$ cat src/hw/csi2_stat_pkg.sv
package csi2_stat_pkg;

  // Video stream.
  localparam int PX_W = 16;

  // Width of every error counter and geometry statistic.
  localparam int CNT_W = 32;

  // Error counter slots.
  localparam int NUM_ERR      = 3;
  localparam int ERR_HDR      = 0;
  localparam int ERR_CORR_HDR = 1;
  localparam int ERR_CRC      = 2;

  // Geometry slots for pixels per line and lines per frame.
  localparam int NUM_GEO = 2;
  localparam int GEO_PX  = 0;
  localparam int GEO_LN  = 1;

  // Camera power-up delay in px_clk cycles after reset release.
  localparam int PWUP_DELAY  = 1000;
  localparam int PWUP_CNT_W  = $clog2(PWUP_DELAY);

endpackage

$ cat src/hw/csi2_csr_pkg.sv
package csi2_csr_pkg;

  localparam int AXIL_ADDR_W = 8;
  localparam int AXIL_DATA_W = 32;
  localparam int AXIL_STRB_W = AXIL_DATA_W / 8;

  localparam logic [1:0] RESP_OKAY   = 2'b00;
  localparam logic [1:0] RESP_SLVERR = 2'b10;

  // Register byte addresses.
  localparam logic [AXIL_ADDR_W-1:0] REG_CTRL         = 8'h00;
  localparam logic [AXIL_ADDR_W-1:0] REG_HDR_ERR      = 8'h04;
  localparam logic [AXIL_ADDR_W-1:0] REG_CORR_HDR_ERR = 8'h08;
  localparam logic [AXIL_ADDR_W-1:0] REG_CRC_ERR      = 8'h0C;
  localparam logic [AXIL_ADDR_W-1:0] REG_MAX_LN       = 8'h10;
  localparam logic [AXIL_ADDR_W-1:0] REG_MIN_LN       = 8'h14;
  localparam logic [AXIL_ADDR_W-1:0] REG_CUR_LN       = 8'h18;
  localparam logic [AXIL_ADDR_W-1:0] REG_MAX_PX       = 8'h1C;
  localparam logic [AXIL_ADDR_W-1:0] REG_MIN_PX       = 8'h20;
  localparam logic [AXIL_ADDR_W-1:0] REG_CUR_PX       = 8'h24;

  // CTRL bit positions.
  localparam int CTRL_PHY_EN     = 0;
  localparam int CTRL_RESET_STAT = 1; // Write-one pulse that reads back as 0.

endpackage

$ cat src/hw/video_if.sv
interface video_if;
  import csi2_stat_pkg::*;

  logic [PX_W-1:0] tdata;
  logic            tvalid;
  logic            tready;
  logic            tuser; // First beat of a frame.
  logic            tlast; // Last beat of a line.

  modport source (
    output tdata, tvalid, tuser, tlast,
    input  tready
  );

  modport sink (
    input  tdata, tvalid, tuser, tlast,
    output tready
  );

  modport monitor (
    input tdata, tvalid, tready, tuser, tlast
  );

endinterface

$ cat src/hw/stat_if.sv
interface stat_if;
  import csi2_stat_pkg::*;

  logic [CNT_W-1:0] hdr_err_cnt;
  logic [CNT_W-1:0] corr_hdr_err_cnt;
  logic [CNT_W-1:0] crc_err_cnt;
  logic [CNT_W-1:0] max_ln;
  logic [CNT_W-1:0] min_ln;
  logic [CNT_W-1:0] cur_ln;
  logic [CNT_W-1:0] max_px;
  logic [CNT_W-1:0] min_px;
  logic [CNT_W-1:0] cur_px;
  logic             reset_stat; // One-cycle clear strobe from the register file.

  modport acc (
    output hdr_err_cnt, corr_hdr_err_cnt, crc_err_cnt,
    output max_ln, min_ln, cur_ln, max_px, min_px, cur_px,
    input  reset_stat
  );

  modport regs (
    input  hdr_err_cnt, corr_hdr_err_cnt, crc_err_cnt,
    input  max_ln, min_ln, cur_ln, max_px, min_px, cur_px,
    output reset_stat
  );

endinterface

$ cat src/hw/axil_if.sv
interface axil_if;
  import csi2_csr_pkg::*;

  logic [AXIL_ADDR_W-1:0] awaddr;
  logic                   awvalid;
  logic                   awready;
  logic [AXIL_DATA_W-1:0] wdata;
  logic [AXIL_STRB_W-1:0] wstrb;
  logic                   wvalid;
  logic                   wready;
  logic [1:0]             bresp;
  logic                   bvalid;
  logic                   bready;
  logic [AXIL_ADDR_W-1:0] araddr;
  logic                   arvalid;
  logic                   arready;
  logic [AXIL_DATA_W-1:0] rdata;
  logic [1:0]             rresp;
  logic                   rvalid;
  logic                   rready;

  modport master (
    output awaddr, awvalid, wdata, wstrb, wvalid, bready, araddr, arvalid, rready,
    input  awready, wready, bresp, bvalid, arready, rdata, rresp, rvalid
  );

  modport slave (
    input  awaddr, awvalid, wdata, wstrb, wvalid, bready, araddr, arvalid, rready,
    output awready, wready, bresp, bvalid, arready, rdata, rresp, rvalid
  );

endinterface

$ cat src/hw/csi2_stat_acc.sv
module csi2_stat_acc (
  input  logic     px_clk_i,
  input  logic     arst_n_i,
  video_if.monitor video_i,
  input  logic     header_err_i,
  input  logic     corr_header_err_i,
  input  logic     crc_err_i,
  stat_if.acc      stat_o
);

  import csi2_stat_pkg::*;

  logic                            beat;
  logic                            sof;
  logic                            eol;
  logic [CNT_W-1:0]                px_cnt;
  logic [CNT_W-1:0]                px_len;
  logic [CNT_W-1:0]                ln_cnt;
  logic                            frame_armed;
  logic [NUM_ERR-1:0]              err_pulse;
  logic [NUM_ERR-1:0][CNT_W-1:0]   err_cnt;
  logic [NUM_GEO-1:0]              geo_close;
  logic [NUM_GEO-1:0][CNT_W-1:0]   geo_val;
  logic [NUM_GEO-1:0][CNT_W-1:0]   geo_cur;
  logic [NUM_GEO-1:0][CNT_W-1:0]   geo_min;
  logic [NUM_GEO-1:0][CNT_W-1:0]   geo_max;

  assign beat   = video_i.tvalid && video_i.tready;
  assign sof    = beat && video_i.tuser;
  assign eol    = beat && video_i.tlast;
  assign px_len = px_cnt + 1'b1; // Includes the current beat.

  assign err_pulse[ERR_HDR]      = header_err_i;
  assign err_pulse[ERR_CORR_HDR] = corr_header_err_i;
  assign err_pulse[ERR_CRC]      = crc_err_i;

  // A line closes on tlast; a frame closes on the next tuser once armed.
  assign geo_close[GEO_PX] = eol;
  assign geo_close[GEO_LN] = sof && frame_armed;
  assign geo_val[GEO_PX]   = px_len;
  assign geo_val[GEO_LN]   = ln_cnt;

  always_ff @(posedge px_clk_i or negedge arst_n_i) begin
    if (!arst_n_i) begin
      err_cnt <= '0;
    end else if (stat_o.reset_stat) begin
      err_cnt <= '0;
    end else begin
      for (int i = 0; i < NUM_ERR; i++) begin
        if (err_pulse[i])
          err_cnt[i] <= err_cnt[i] + 1'b1; // Wraps.
      end
    end
  end

  always_ff @(posedge px_clk_i or negedge arst_n_i) begin
    if (!arst_n_i) begin
      px_cnt      <= '0;
      ln_cnt      <= '0;
      frame_armed <= 1'b0;
    end else if (stat_o.reset_stat) begin
      px_cnt      <= '0;
      ln_cnt      <= '0;
      frame_armed <= 1'b0;
    end else begin
      if (eol)
        px_cnt <= '0;
      else if (beat)
        px_cnt <= px_len;
      if (sof) begin
        frame_armed <= 1'b1;
        ln_cnt      <= eol ? CNT_W'(1) : '0; // The tuser beat may also end a line.
      end else if (eol && frame_armed) begin
        ln_cnt <= ln_cnt + 1'b1;
      end
    end
  end

  always_ff @(posedge px_clk_i or negedge arst_n_i) begin
    if (!arst_n_i) begin
      geo_cur <= '0;
      geo_max <= '0;
      geo_min <= '1;
    end else if (stat_o.reset_stat) begin
      geo_cur <= '0;
      geo_max <= '0;
      geo_min <= '1;
    end else begin
      for (int i = 0; i < NUM_GEO; i++) begin
        if (geo_close[i]) begin
          geo_cur[i] <= geo_val[i];
          if (geo_val[i] < geo_min[i])
            geo_min[i] <= geo_val[i];
          if (geo_val[i] > geo_max[i])
            geo_max[i] <= geo_val[i];
        end
      end
    end
  end

  assign stat_o.hdr_err_cnt      = err_cnt[ERR_HDR];
  assign stat_o.corr_hdr_err_cnt = err_cnt[ERR_CORR_HDR];
  assign stat_o.crc_err_cnt      = err_cnt[ERR_CRC];
  assign stat_o.cur_px           = geo_cur[GEO_PX];
  assign stat_o.min_px           = geo_min[GEO_PX];
  assign stat_o.max_px           = geo_max[GEO_PX];
  assign stat_o.cur_ln           = geo_cur[GEO_LN];
  assign stat_o.min_ln           = geo_min[GEO_LN];
  assign stat_o.max_ln           = geo_max[GEO_LN];

endmodule

$ cat src/hw/csi2_csr.sv
module csi2_csr (
  input  logic  px_clk_i,
  input  logic  arst_n_i,
  axil_if.slave csr_if,
  stat_if.regs  stat_i,
  output logic  phy_en_o
);

  import csi2_csr_pkg::*;

  logic                   wr_hs;
  logic                   rd_hs;
  logic                   wr_ctrl;
  logic                   ctrl_wr;
  logic [AXIL_DATA_W-1:0] rd_data;
  logic [1:0]             rd_resp;

  // One transaction in flight per direction.
  assign wr_hs = csr_if.awvalid && csr_if.wvalid && !csr_if.bvalid;
  assign rd_hs = csr_if.arvalid && !csr_if.rvalid;

  assign csr_if.awready = wr_hs;
  assign csr_if.wready  = wr_hs;
  assign csr_if.arready = rd_hs;

  assign wr_ctrl = csr_if.awaddr == REG_CTRL;
  assign ctrl_wr = wr_hs && wr_ctrl && csr_if.wstrb[0]; // Both CTRL bits live in byte 0.

  always_comb begin
    rd_data = '0;
    rd_resp = RESP_OKAY;
    case (csr_if.araddr)
      REG_CTRL:         rd_data = {{(AXIL_DATA_W-1){1'b0}}, phy_en_o};
      REG_HDR_ERR:      rd_data = stat_i.hdr_err_cnt;
      REG_CORR_HDR_ERR: rd_data = stat_i.corr_hdr_err_cnt;
      REG_CRC_ERR:      rd_data = stat_i.crc_err_cnt;
      REG_MAX_LN:       rd_data = stat_i.max_ln;
      REG_MIN_LN:       rd_data = stat_i.min_ln;
      REG_CUR_LN:       rd_data = stat_i.cur_ln;
      REG_MAX_PX:       rd_data = stat_i.max_px;
      REG_MIN_PX:       rd_data = stat_i.min_px;
      REG_CUR_PX:       rd_data = stat_i.cur_px;
      default:          rd_resp = RESP_SLVERR;
    endcase
  end

  always_ff @(posedge px_clk_i or negedge arst_n_i) begin
    if (!arst_n_i) begin
      csr_if.bvalid     <= 1'b0;
      csr_if.rvalid     <= 1'b0;
      phy_en_o          <= 1'b0;
      stat_i.reset_stat <= 1'b0;
    end else begin
      stat_i.reset_stat <= ctrl_wr && csr_if.wdata[CTRL_RESET_STAT];
      if (ctrl_wr)
        phy_en_o <= csr_if.wdata[CTRL_PHY_EN];
      if (wr_hs)
        csr_if.bvalid <= 1'b1;
      else if (csr_if.bready)
        csr_if.bvalid <= 1'b0;
      if (rd_hs)
        csr_if.rvalid <= 1'b1;
      else if (csr_if.rready)
        csr_if.rvalid <= 1'b0;
    end
  end

  // Response payload is captured with the handshake and held until accepted.
  always_ff @(posedge px_clk_i) begin
    if (wr_hs)
      csr_if.bresp <= wr_ctrl ? RESP_OKAY : RESP_SLVERR;
    if (rd_hs) begin
      csr_if.rdata <= rd_data;
      csr_if.rresp <= rd_resp;
    end
  end

endmodule

$ cat src/hw/cam_pwup.sv
module cam_pwup (
  input  logic px_clk_i,
  input  logic arst_n_i,
  output logic cam_pwup_o
);

  import csi2_stat_pkg::*;

  logic [PWUP_CNT_W-1:0] dly_cnt;
  logic                  dly_done;

  // The counter holds at its last value once the enable is raised.
  assign dly_done = dly_cnt == PWUP_CNT_W'(PWUP_DELAY - 1);

  always_ff @(posedge px_clk_i or negedge arst_n_i) begin
    if (!arst_n_i) begin
      dly_cnt    <= '0;
      cam_pwup_o <= 1'b0;
    end else if (!cam_pwup_o) begin
      if (dly_done)
        cam_pwup_o <= 1'b1; // Set on the PWUP_DELAY-th edge after release.
      else
        dly_cnt <= dly_cnt + 1'b1;
    end
  end

endmodule

$ cat src/hw/csi2_video_mon.sv
module csi2_video_mon (
  input  logic                                px_clk_i,
  input  logic                                arst_n_i,

  input  logic [csi2_stat_pkg::PX_W-1:0]      video_tdata_i,
  input  logic                                video_tvalid_i,
  input  logic                                video_tuser_i,
  input  logic                                video_tlast_i,
  output logic                                video_tready_o,

  output logic [csi2_stat_pkg::PX_W-1:0]      video_tdata_o,
  output logic                                video_tvalid_o,
  output logic                                video_tuser_o,
  output logic                                video_tlast_o,
  input  logic                                video_tready_i,

  input  logic                                header_err_i,
  input  logic                                corr_header_err_i,
  input  logic                                crc_err_i,

  input  logic                                csr_awvalid_i,
  output logic                                csr_awready_o,
  input  logic [csi2_csr_pkg::AXIL_ADDR_W-1:0] csr_awaddr_i,
  input  logic                                csr_wvalid_i,
  output logic                                csr_wready_o,
  input  logic [csi2_csr_pkg::AXIL_DATA_W-1:0] csr_wdata_i,
  input  logic [csi2_csr_pkg::AXIL_STRB_W-1:0] csr_wstrb_i,
  output logic                                csr_bvalid_o,
  input  logic                                csr_bready_i,
  output logic [1:0]                          csr_bresp_o,
  input  logic                                csr_arvalid_i,
  output logic                                csr_arready_o,
  input  logic [csi2_csr_pkg::AXIL_ADDR_W-1:0] csr_araddr_i,
  output logic                                csr_rvalid_o,
  input  logic                                csr_rready_i,
  output logic [csi2_csr_pkg::AXIL_DATA_W-1:0] csr_rdata_o,
  output logic [1:0]                          csr_rresp_o,

  output logic                                phy_en_o,
  output logic                                cam_pwup_o
);

  video_if video ();
  axil_if  csr_axil ();
  stat_if  stat ();

  // The stream passes straight through; the monitor only taps it.
  assign video.tdata    = video_tdata_i;
  assign video.tvalid   = video_tvalid_i;
  assign video.tuser    = video_tuser_i;
  assign video.tlast    = video_tlast_i;
  assign video.tready   = video_tready_i;
  assign video_tready_o = video.tready;
  assign video_tdata_o  = video.tdata;
  assign video_tvalid_o = video.tvalid;
  assign video_tuser_o  = video.tuser;
  assign video_tlast_o  = video.tlast;

  assign csr_axil.awvalid = csr_awvalid_i;
  assign csr_axil.awaddr  = csr_awaddr_i;
  assign csr_axil.wvalid  = csr_wvalid_i;
  assign csr_axil.wdata   = csr_wdata_i;
  assign csr_axil.wstrb   = csr_wstrb_i;
  assign csr_axil.bready  = csr_bready_i;
  assign csr_axil.arvalid = csr_arvalid_i;
  assign csr_axil.araddr  = csr_araddr_i;
  assign csr_axil.rready  = csr_rready_i;
  assign csr_awready_o    = csr_axil.awready;
  assign csr_wready_o     = csr_axil.wready;
  assign csr_bvalid_o     = csr_axil.bvalid;
  assign csr_bresp_o      = csr_axil.bresp;
  assign csr_arready_o    = csr_axil.arready;
  assign csr_rvalid_o     = csr_axil.rvalid;
  assign csr_rdata_o      = csr_axil.rdata;
  assign csr_rresp_o      = csr_axil.rresp;

  csi2_stat_acc csi2_stat_acc (
    .px_clk_i          ( px_clk_i          ),
    .arst_n_i          ( arst_n_i          ),
    .video_i           ( video             ),
    .header_err_i      ( header_err_i      ),
    .corr_header_err_i ( corr_header_err_i ),
    .crc_err_i         ( crc_err_i         ),
    .stat_o            ( stat              )
  );

  csi2_csr csi2_csr (
    .px_clk_i ( px_clk_i ),
    .arst_n_i ( arst_n_i ),
    .csr_if   ( csr_axil ),
    .stat_i   ( stat     ),
    .phy_en_o ( phy_en_o )
  );

  cam_pwup cam_pwup (
    .px_clk_i   ( px_clk_i   ),
    .arst_n_i   ( arst_n_i   ),
    .cam_pwup_o ( cam_pwup_o )
  );

endmodule

$ cat config.mk
export PLATFORM = sky130hd
export DESIGN_NAME = csi2_video_mon
export DESIGN_NICKNAME = d
export VERILOG_FILES = /design/src/hw/csi2_stat_pkg.sv /design/src/hw/csi2_csr_pkg.sv /design/src/hw/video_if.sv /design/src/hw/stat_if.sv /design/src/hw/axil_if.sv /design/src/hw/csi2_stat_acc.sv /design/src/hw/csi2_csr.sv /design/src/hw/cam_pwup.sv /design/src/hw/csi2_video_mon.sv
export SDC_FILE = /design/constraint.sdc
export NUM_CORES = 1
export LEC_CHECK = 0
export BUFFER_PORTS_ARGS = -buffer_cell sky130_fd_sc_hd__buf_2
export CORE_MARGIN = 5
export CORE_UTILIZATION = 55
export CTS_CLUSTER_DIAMETER = 200
export DETAILED_ROUTE_END_ITERATION = 10
export PLACE_DENSITY = 0.73
export SYNTH_ARGS = -nofsm -noshare
export SYNTH_HDL_FRONTEND = slang
export SYNTH_SLANG_ARGS = --single-unit
$ cat constraint.sdc
create_clock -name px_clk_i -period 8.73 [get_ports px_clk_i]
set_input_delay 0 -clock px_clk_i [delete_from_list [all_inputs] [get_ports px_clk_i]]
set_output_delay 0 -clock px_clk_i [all_outputs]
set_load 0.005 [all_outputs]
## Word level (Yosys, flattened, before mapping)

Cells that the tools add are included.
W data, S select, Z words.

- $add $sub $neg: 6
- Order comparisons: 4
- Eq/ne operators: 10
- Multiplexer cells: 35
- Bitwise gates (word level): 2
- Reduce and logical (&&, ||, !) cells: 35

Operators by type and width:

| kind | number |
|---|---|
| $mux W32 | 19 |
| $pmux W32 S10 | 1 |
| $mux W64 | 3 |
| $add A32 B1 Y32 const B | 5 |
| $mux W96 | 1 |
| $gt A32 B32 Y1 | 2 |
| $lt A32 B32 Y1 | 2 |
| $eq A8 B5 Y1 const B | 4 |
| $reduce_bool A2 Y1 | 12 |
| $eq A8 B4 Y1 const B | 2 |
| $eq A8 B6 Y1 const B | 2 |
| $logic_not A8 Y1 | 2 |
| $logic_and A1 B1 Y1 | 11 |
| $add A10 B1 Y10 const B | 1 |
| $eq A10 B10 Y1 const B | 1 |
| $reduce_and A2 Y1 | 5 |
| $reduce_or A10 Y1 | 1 |
| $mux W1 | 9 |
| $eq A8 B3 Y1 const B | 1 |
| $reduce_bool A3 Y1 | 2 |
| $mux W2 | 2 |
| $logic_not A1 Y1 | 2 |
| $not A1 Y1 | 2 |

- Bits in registers: 404
- Input bits: 82
- Output and inout bits: 63
- Word-level logic and storage cells: 113

## Logic depth before layout (Yosys ltp)

Gate-level depths: netlist of the first run.

- Depth in word-level cells: 6
- Depth in mapped cells: 15

## Hierarchy

From an unflattened synthesis of the first run, not the netlist that was laid out.

- Cell total of the unflattened synthesis: 2621
- Area total of the unflattened synthesis: 24359.6 um2

By module, submodules not included:

| module | times used | cells each | area each (um2) | sequential area each (um2) |
|---|---|---|---|---|
| csi2_stat_acc | 1 | 2149 | 19837.8 | 8913.5 |
| csi2_csr | 1 | 409 | 3846.2 | 1121.1 |
| cam_pwup | 1 | 43 | 525.5 | 275.3 |
| csi2_video_mon | 1 | 20 | 150.1 | 0.0 |

## Worst setup path after synthesis of the first run

No wires, ideal clock.

- Kind: reg2reg
- From: register csi2_stat_acc.px_cnt[0]
- To: register csi2_stat_acc.geo_min, in the netlist csi2_stat_acc.stat_o.min_px[3]
- Setup time: 0.093 ns
- Arrival: 3.603 ns
- Data required time: 8.637 ns
- Path slack: 5.034 ns
- Stages on the path, launching flop included: 15
- Buffers on the path: 2
- Cell sequence: dfrtp_1 -> ha_1 -> and4_1 -> and4_1 -> clkbuf_1 -> xnor2_1 -> inv_1 -> ha_1 -> nand4_1 -> or4_1 -> o32a_2 -> a311o_2 -> buf_6 -> a21oi_2 -> o21ai_1

- Cells in the longest elaborated chain, start to end: 4
- Elaborated cells on any way between the ends: 7

RTL lines:

| what | RTL line | text |
|---|---|---|
| from (decl) | csi2_stat_acc.sv:16 | `logic [CNT_W-1:0] px_cnt;` |
| from (signal assigned) | csi2_stat_acc.sv:69 | `px_cnt <= px_len;` |
| $add A32 B1 Y32 (*) | csi2_stat_acc.sv:31 | `assign px_len = px_cnt + 1'b1;` |
| $lt A32 B32 Y1 / $mux W32 (equally long branches) | csi2_stat_acc.sv:92 | `if (geo_val[i] < geo_min[i])` |
| $reduce_bool A2 Y1 (no line) / $mux W32 (equally long branches) | -- |  |
| $reduce_and A2 Y1 (no line) / $mux W64 (equally long branches) | -- |  |
| to (signal, indexed assignment) | csi2_stat_acc.sv:93 | `geo_min[i] <= geo_val[i];` |
| to (decl) | csi2_stat_acc.sv:25 | `logic [NUM_GEO-1:0][CNT_W-1:0] geo_min;` |

Mark *: on every way between the ends. The rest lies on a longest branch, timed or not. The select of a mux whose other input is x is not followed.
A chain may end at the register's enable or synchronous reset.

## Worst setup path after layout of the first run

- From: register csi2_stat_acc.px_cnt[0]
- To: register csi2_stat_acc.geo_max, in the netlist csi2_stat_acc.stat_o.max_px[28]

- Cells in the longest elaborated chain, start to end: 4
- Elaborated cells on any way between the ends: 7

RTL lines:

| what | RTL line | text |
|---|---|---|
| $add A32 B1 Y32 (*) | csi2_stat_acc.sv:31 |  |
| $gt A32 B32 Y1 / $mux W32 (equally long branches) | csi2_stat_acc.sv:94 | `if (geo_val[i] > geo_max[i])` |
| $reduce_bool A2 Y1 (no line) / $mux W32 (equally long branches) | -- |  |
| $reduce_and A2 Y1 (no line) / $mux W64 (equally long branches) | -- |  |
| to (signal, indexed assignment) | csi2_stat_acc.sv:95 | `geo_max[i] <= geo_val[i];` |
| to (decl) | csi2_stat_acc.sv:26 | `logic [NUM_GEO-1:0][CNT_W-1:0] geo_max;` |

Marks and branches as above.

==> results of run 1 <==
## state kept, by name, indices dropped and copies added, names as in the netlist, 10 cells and up
signal and cells:
csi2_stat_acc.stat_o.min_px 32, csi2_stat_acc.stat_o.corr_hdr_err_cnt 32, csi2_csr.csr_if.rdata 32, csi2_stat_acc.stat_o.cur_ln 32
cam_pwup.dly_cnt 10, csi2_stat_acc.px_cnt 32, csi2_stat_acc.stat_o.cur_px 32, csi2_stat_acc.stat_o.crc_err_cnt 32
csi2_stat_acc.stat_o.hdr_err_cnt 32, csi2_stat_acc.stat_o.max_px 32, csi2_stat_acc.stat_o.max_ln 32, csi2_stat_acc.stat_o.min_ln 32
csi2_stat_acc.ln_cnt 32
## per-stage QoR
stage          setup slack, ns  hold WS [ns]  area (µm²)  cells  power (W)
3_5_place_dp              3.90     0.0000346       23900   3001    0.00291
3_3_place_gp              4.02     0.0000346       23900   3001    0.00288
6_report                  3.80       -0.0110       25700   3114    0.00491
5_1_grt                   3.40    0.00000840       25700   3111    0.00510
2_1_floorplan             5.03        -0.296       23300   2524    0.00264
4_1_cts                   3.86     0.0000346       25700   3111    0.00492
## worst reg2reg max path, delay by kind of cell, from the launching register on
family / cells / cell delay, ns
AND/OR/NAND/NOR: 7 / 2.22
AO/OA/AOI/OAI: 2 / 0.61
flip-flops: 1 / 0.59
XOR/XNOR: 1 / 0.58
adder cells (fa/ha/maj): 2 / 0.53
buffers and inverters: 1 / 0.30
## cell families after synthesis
| family | count (synthesis) | synth area share, % |
|---|---|---|
| simple gates | 866 | 17.5 |
| fa+ha+maj | 132 | 7.10 |
| flops | 402 | 44.3 |
| other cells | 1 | 0.0161 |
| xor+xnor | 142 | 5.35 |
| buf+inv | 338 | 6.13 |
| compound gates | 589 | 17.2 |
| mux | 53 | 2.29 |
## cell usage in the layout, fill, tap and decap left out, types with 55 or more instances in the layout
| master | instances |
|---|---|
| a21oi_1 | 144 |
| nor3_1 | 85 |
| nand2_1 | 276 |
| o211ai_1 | 79 |
| inv_1 | 164 |
| a211oi_1 | 55 |
| dfstp_2 | 64 |
| nand4_1 | 60 |
| xnor2_1 | 74 |
| o21ai_0 | 72 |
| nand3_1 | 77 |
| nor2_1 | 225 |
| ha_1 | 132 |
| buf_2 | 76 |
| dfrtp_1 | 303 |
| xor2_1 | 68 |
## report_power, final
group,internal (W),switching (W),leakage (nW)
registers,0.00207,0.000189,4.81
clock network,0.00120,0.000811,0.769
logic,0.000226,0.000418,6.16
total,0.00350,0.00142,11.7
## worst paths after layout
kind,end,startpoint,slack (ns)
min reg2reg,cam_pwup.dly_cnt[9],cam_pwup.dly_cnt[9],0.46
max reg2reg,csi2_stat_acc.stat_o.max_px[28],csi2_stat_acc.px_cnt[0],3.80
max,csi2_stat_acc.stat_o.max_px[28],csi2_stat_acc.px_cnt[0],3.80
min,csi2_stat_acc.px_cnt[26],arst_n_i,-0.01
min in group px_clk_i,video_tdata_o[5],video_tdata_i[5],0
max in group asynchronous,csi2_stat_acc.ln_cnt[26],arst_n_i,6.66
## routing by layer
layer  global-route usage, %  up-vias
li1                        -     9033
met5                       0        -
met3                    6.19      201
met4                    14.7        0
met2                    46.4     1025
met1                    43.3     9984
## final cells by class
cell class,count,share of cell area [%]
Clock buffer,71,5.49
Inverter,165,2.42
Multi-Input combinational cell,1784,45.2
Tap cell,539,2.63
Sequential cell,402,40.2
Timing Repair Buffer,135,3.52
Clock inverter,15,0.594
Antenna cell,3,0.0292
==> results.sh, run 1 <==
export IMPL_outcome="finished, violations left"
export IMPL_violations="negative hold slack"
export IMPL_leakage_nw=11.7
export IMPL_ctsResizeCount=0
export IMPL_synth_top_area_share_pct=32.7
export IMPL_gr_total_overflow=0
export IMPL_cts_root_buffer="clkbuf_16"
export IMPL_finalSetupTns_ns=0
export IMPL_grt_max_degree=157
export IMPL_drv_slew=0
export IMPL_io_buffers=77
export IMPL_routed_wl_met3_um=7040
export IMPL_die_h_um=216
export IMPL_period_minus_slack_ns=4.93
export IMPL_die_w_um=216
export IMPL_rsz0062_at_grt="no"
export IMPL_antenna_left=0
export IMPL_ioPinCount=145
export IMPL_hold_violations=1
export IMPL_reg2regPathDepth=13
export IMPL_ys_seq_area_share_pct=44.3
export IMPL_wl_met2_um=32400
export IMPL_whs_ns=-0.0110
export IMPL_clk_path_buf_depth=3
export IMPL_yosysWarnings=0
export IMPL_synth_area_per_cell_um2=9.21
export IMPL_synth_commonest_cells="dfrtp_1, nand2_1, nor2_1"
export IMPL_synthCells=2523
export IMPL_grt_usage_pct=30.9
export IMPL_synth_largest_area_cell="dfrtp_1"
export IMPL_num_vias=20243
export IMPL_fmax_mhz=203
export IMPL_dieArea_um2=46500
export IMPL_synth_distinct_cells=75
export IMPL_core_um2=41900
export IMPL_htreeDepth=2
export IMPL_dp_hpwl_um=50700
export IMPL_synth_main_ff_cell="dfrtp_1"
export IMPL_clkTransAtPathRegs_ns=0.06
export IMPL_crit_slowest_cell="dfrtp_1"
export IMPL_worst_slew_pin_slew_ns=1.39
export IMPL_crit_chain="ha_1, and4_1, nand4_1, nor3_1, xor2_1, ha_1, nand4_1, nor4_1, nor3b_1, o31a_1, nor2_2, buf_4, a211oi_1"
export IMPL_crit_buf_inv=1
export IMPL_async_reset_ff_share_pct=91.5
export IMPL_finish_utilization_pct=61.4
export IMPL_cts_tree="built"
export IMPL_cp_top_family="simple AND/OR/NAND/NOR gates"
export IMPL_area_delta_synth_final_pct=10.5
export IMPL_clk_latency_ns=0.59
export IMPL_highest_layer="met4"
export IMPL_start_kind="register"
export IMPL_cts_hold_buf=24
export IMPL_drv_cap=0
export IMPL_nets=2748
export IMPL_setup_viol=0
export IMPL_crit_type="reg -> reg"
export IMPL_skew_ns=0.0178
export IMPL_fill_cells=3476
export IMPL_num_rows=75
export IMPL_viasPerCell=6.50
export IMPL_gp_congestion=0.937
export IMPL_drt_met1_wl_um=30200
export IMPL_wl_um=73400
export IMPL_synth_top_cells_by_area="dfrtp_1, dfstp_2, ha_1"
export IMPL_slowest_delay_ns=0.59
export IMPL_multi_input_area_um2=11600
export IMPL_synth_edf_count=34
export IMPL_relSlewSlack_pct=7.13
export IMPL_antenna_found_initial=2
export IMPL_syn_area_um2=23200
export IMPL_initial_core_util_pct=55.5
export IMPL_cts_sinks=402
export IMPL_post_synth_top_count_cell="dfrtp_1"
export IMPL_p_per_area_nw_per_um2=191
export IMPL_yosys_register_bits=402
export IMPL_endpoint_kind="register"
export IMPL_ir_worst_vdd_v=0.000126
export IMPL_grt_pass1_vias=19643
export IMPL_wire_per_inst_um=23.6
export IMPL_critPathMaxFanout=26
export IMPL_grt_pass1_wl_um=114000
export IMPL_postCtsSetupBuffers=0
export IMPL_critPathArrivalTime_ns=5.41
export IMPL_numCtsBuffers=46
export IMPL_cp_depth=13
export IMPL_layout_drive_gt1_share_pct=11.7
export IMPL_required_ns=9.21
export IMPL_hold_class="in -> async"
export IMPL_dr_pass1_iters=8
export IMPL_finalCritPeriodShare_pct=56.4
export IMPL_regArea_um2=10300
export IMPL_drc=0
export IMPL_drtIter0Drc=2507
Note: power is estimated with default switching activity, not from simulation.
==> inputs of run 2 (changes only) <==
- clock period: 8.73 -> 5 ns (I/O delays scaled with it)
==> run 2 against run 1 <==
Effect of this change: the run now ends clean; highest routed layer is now met5; critical endpoint is now csi2_stat_acc.stat_o.min_px[21]; final cell count increased by 0.55%; combinational power increased by 80%; power increased by 68%; sequential power increased by 74%.
==> results.sh, run 2 (synthesis gave the netlist of run 1 again) <==
export IMPL_cts_root_buffer="clkbuf_16"
export IMPL_layout_drive_gt1_share_pct=12.2
export IMPL_gp_congestion=0.926
export IMPL_slowest_delay_ns=0.61
export IMPL_leakage_nw=11.8
export IMPL_finalSetupTns_ns=0
export IMPL_p_per_area_nw_per_um2=322
export IMPL_fmax_mhz=229
export IMPL_hold_violations=0
export IMPL_num_vias=20264
export IMPL_rsz0062_at_grt="no"
export IMPL_setup_viol=0
export IMPL_drc=0
export IMPL_relSlewSlack_pct=7.95
export IMPL_fill_cells=3497
export IMPL_clk_path_buf_depth=3
export IMPL_start_kind="register"
export IMPL_drv_slew=0
export IMPL_cts_tree="built"
export IMPL_clkTransAtPathRegs_ns=0.06
export IMPL_outcome="finished clean"
export IMPL_initial_core_util_pct=55.5
export IMPL_numCtsBuffers=45
export IMPL_nets=2770
export IMPL_clk_latency_ns=0.58
export IMPL_drv_cap=0
export IMPL_grt_usage_pct=30.6
export IMPL_worst_slew_pin_slew_ns=1.38
export IMPL_dr_pass1_iters=8
export IMPL_ioPinCount=145
export IMPL_multi_input_area_um2=11600
export IMPL_drtIter0Drc=2399
export IMPL_postCtsSetupBuffers=0
export IMPL_cts_sinks=402
export IMPL_area_delta_synth_final_pct=10.6
export IMPL_crit_slowest_cell="a311o_2"
export IMPL_htreeDepth=2
export IMPL_viasPerCell=6.47
export IMPL_required_ns=5.47
export IMPL_power_total_w=0.00827
export IMPL_skew_ns=0.0190
export IMPL_die_h_um=216
export IMPL_place_ws_ns=0.718
export IMPL_period_minus_slack_ns=4.37
export IMPL_dpl_instance_area_um2=24100
export IMPL_io_buffers=77
export IMPL_regArea_um2=10300
export IMPL_grt_pass1_wl_um=113000
export IMPL_antenna_found_initial=4
export IMPL_wire_per_inst_um=23.4
export IMPL_grt_pass1_vias=19257
export IMPL_crit_type="reg -> reg"
export IMPL_critPathMaxFanout=18
export IMPL_mostFrequentLayoutCells="dfrtp_1, nand2_1, nor2_1, inv_1, a21oi_1"
export IMPL_num_rows=75
export IMPL_antenna_left=0
export IMPL_dieArea_um2=46500
export IMPL_finalCritPeriodShare_pct=87.4
export IMPL_grt_max_degree=123
export IMPL_whs_ns=0.00000197
export IMPL_ir_worst_vdd_v=0.000224
export IMPL_wl_um=73100
export IMPL_crit_chain="ha_1, and4_1, and4_1, xnor2_1, inv_1, ha_1, nand4_1, or4_1, o32a_2, a311o_2, buf_12, a21oi_2, o21ai_1"
export IMPL_gr_total_overflow=0
export IMPL_die_w_um=216
export IMPL_core_um2=41900
export IMPL_dp_hpwl_um=50800
export IMPL_fin_area_um2=25700
export IMPL_critPathArrivalTime_ns=4.84
export IMPL_fin_ws_ns=0.632
export IMPL_endpoint_kind="register"
export IMPL_hold_class="in -> out"
export IMPL_final_common_cell="dfrtp_1"
export IMPL_ctsResizeCount=0
[run 2: cell types whose count changed in the layout (fill, tap and decap cells not counted), sizes merged]
cell | before | now
bufinv | 3 | 0
diode | 3 | 2
clkinv | 10 | 8
inv | 166 | 165
dlygate4sd3 | 24 | 25
buf | 111 | 133
clkbuf | 71 | 72
[run 2: power breakdown]
group          internal, W  total [W]  switching (W)
logic             0.000402    0.00116       0.000754
clock network      0.00181    0.00318        0.00137
registers          0.00362    0.00393       0.000314
total              0.00583    0.00827        0.00244
[run 2: repair_timing]
action	in CTS	in global routing
endpoints found under the hold margin	129	0
endpoints found under the setup margin	0	0
hold buffers	25	0
[run 2: worst paths after layout]
check | start | endpoint | slack [ns] | cells after the start
max | csi2_stat_acc.px_cnt[1] | csi2_stat_acc.stat_o.min_px[21] | 0.63 | 13
max reg2reg | csi2_stat_acc.px_cnt[1] | csi2_stat_acc.stat_o.min_px[21] | 0.63 | 13
min | video_tdata_i[5] | video_tdata_o[5] | 0.000002 | 0
max in group asynchronous | arst_n_i | csi2_stat_acc.ln_cnt[7] | 3.59 | 3
min in group asynchronous | arst_n_i | csi2_stat_acc.px_cnt[29] | 0.04 | 2
min reg2reg | cam_pwup.dly_cnt[9] | cam_pwup.dly_cnt[9] | 0.47 | 1
[run 2: final cells by class]
type / count / share of cell area, %
flip-flops and latches: 402 / 40.1
clock buffers: 72 / 5.16
inverters: 165 / 2.42
repair buffers: 158 / 4.39
diodes: 2 / 0.0195
multi-input cells: 1784 / 45.1
clock inverters: 9 / 0.185
well taps: 539 / 2.62
[run 2: per-stage QoR]
step           util (%)  std cells
6_report           61.4       3131
5_1_grt            61.4       3131
4_1_cts            61.4       3129
3_5_place_dp       57.5       3023
3_3_place_gp       57.5       3023
2_1_floorplan         -       2524
[run 2: critical path, delay by kind of cell, from the launching register on]
kind,cells,cell delay (ns)
flip-flops,1,0.40
XOR/XNOR,1,0.19
adder cells (fa/ha/maj),2,0.58
AO/OA/AOI/OAI,4,1.21
buffers and inverters,2,0.39
AND/OR/NAND/NOR,4,1.48
[run 2: per-layer routing]
layer / wire, µm / vias up / global-route usage [%]
li1: - / 9075 / -
met1: 30500 / 9990 / 43.4
met2: 32900 / 1023 / 47.0
met3: 6620 / 172 / 5.54
met4: 3090 / 4 / 11.9
met5: 69 / - / 0
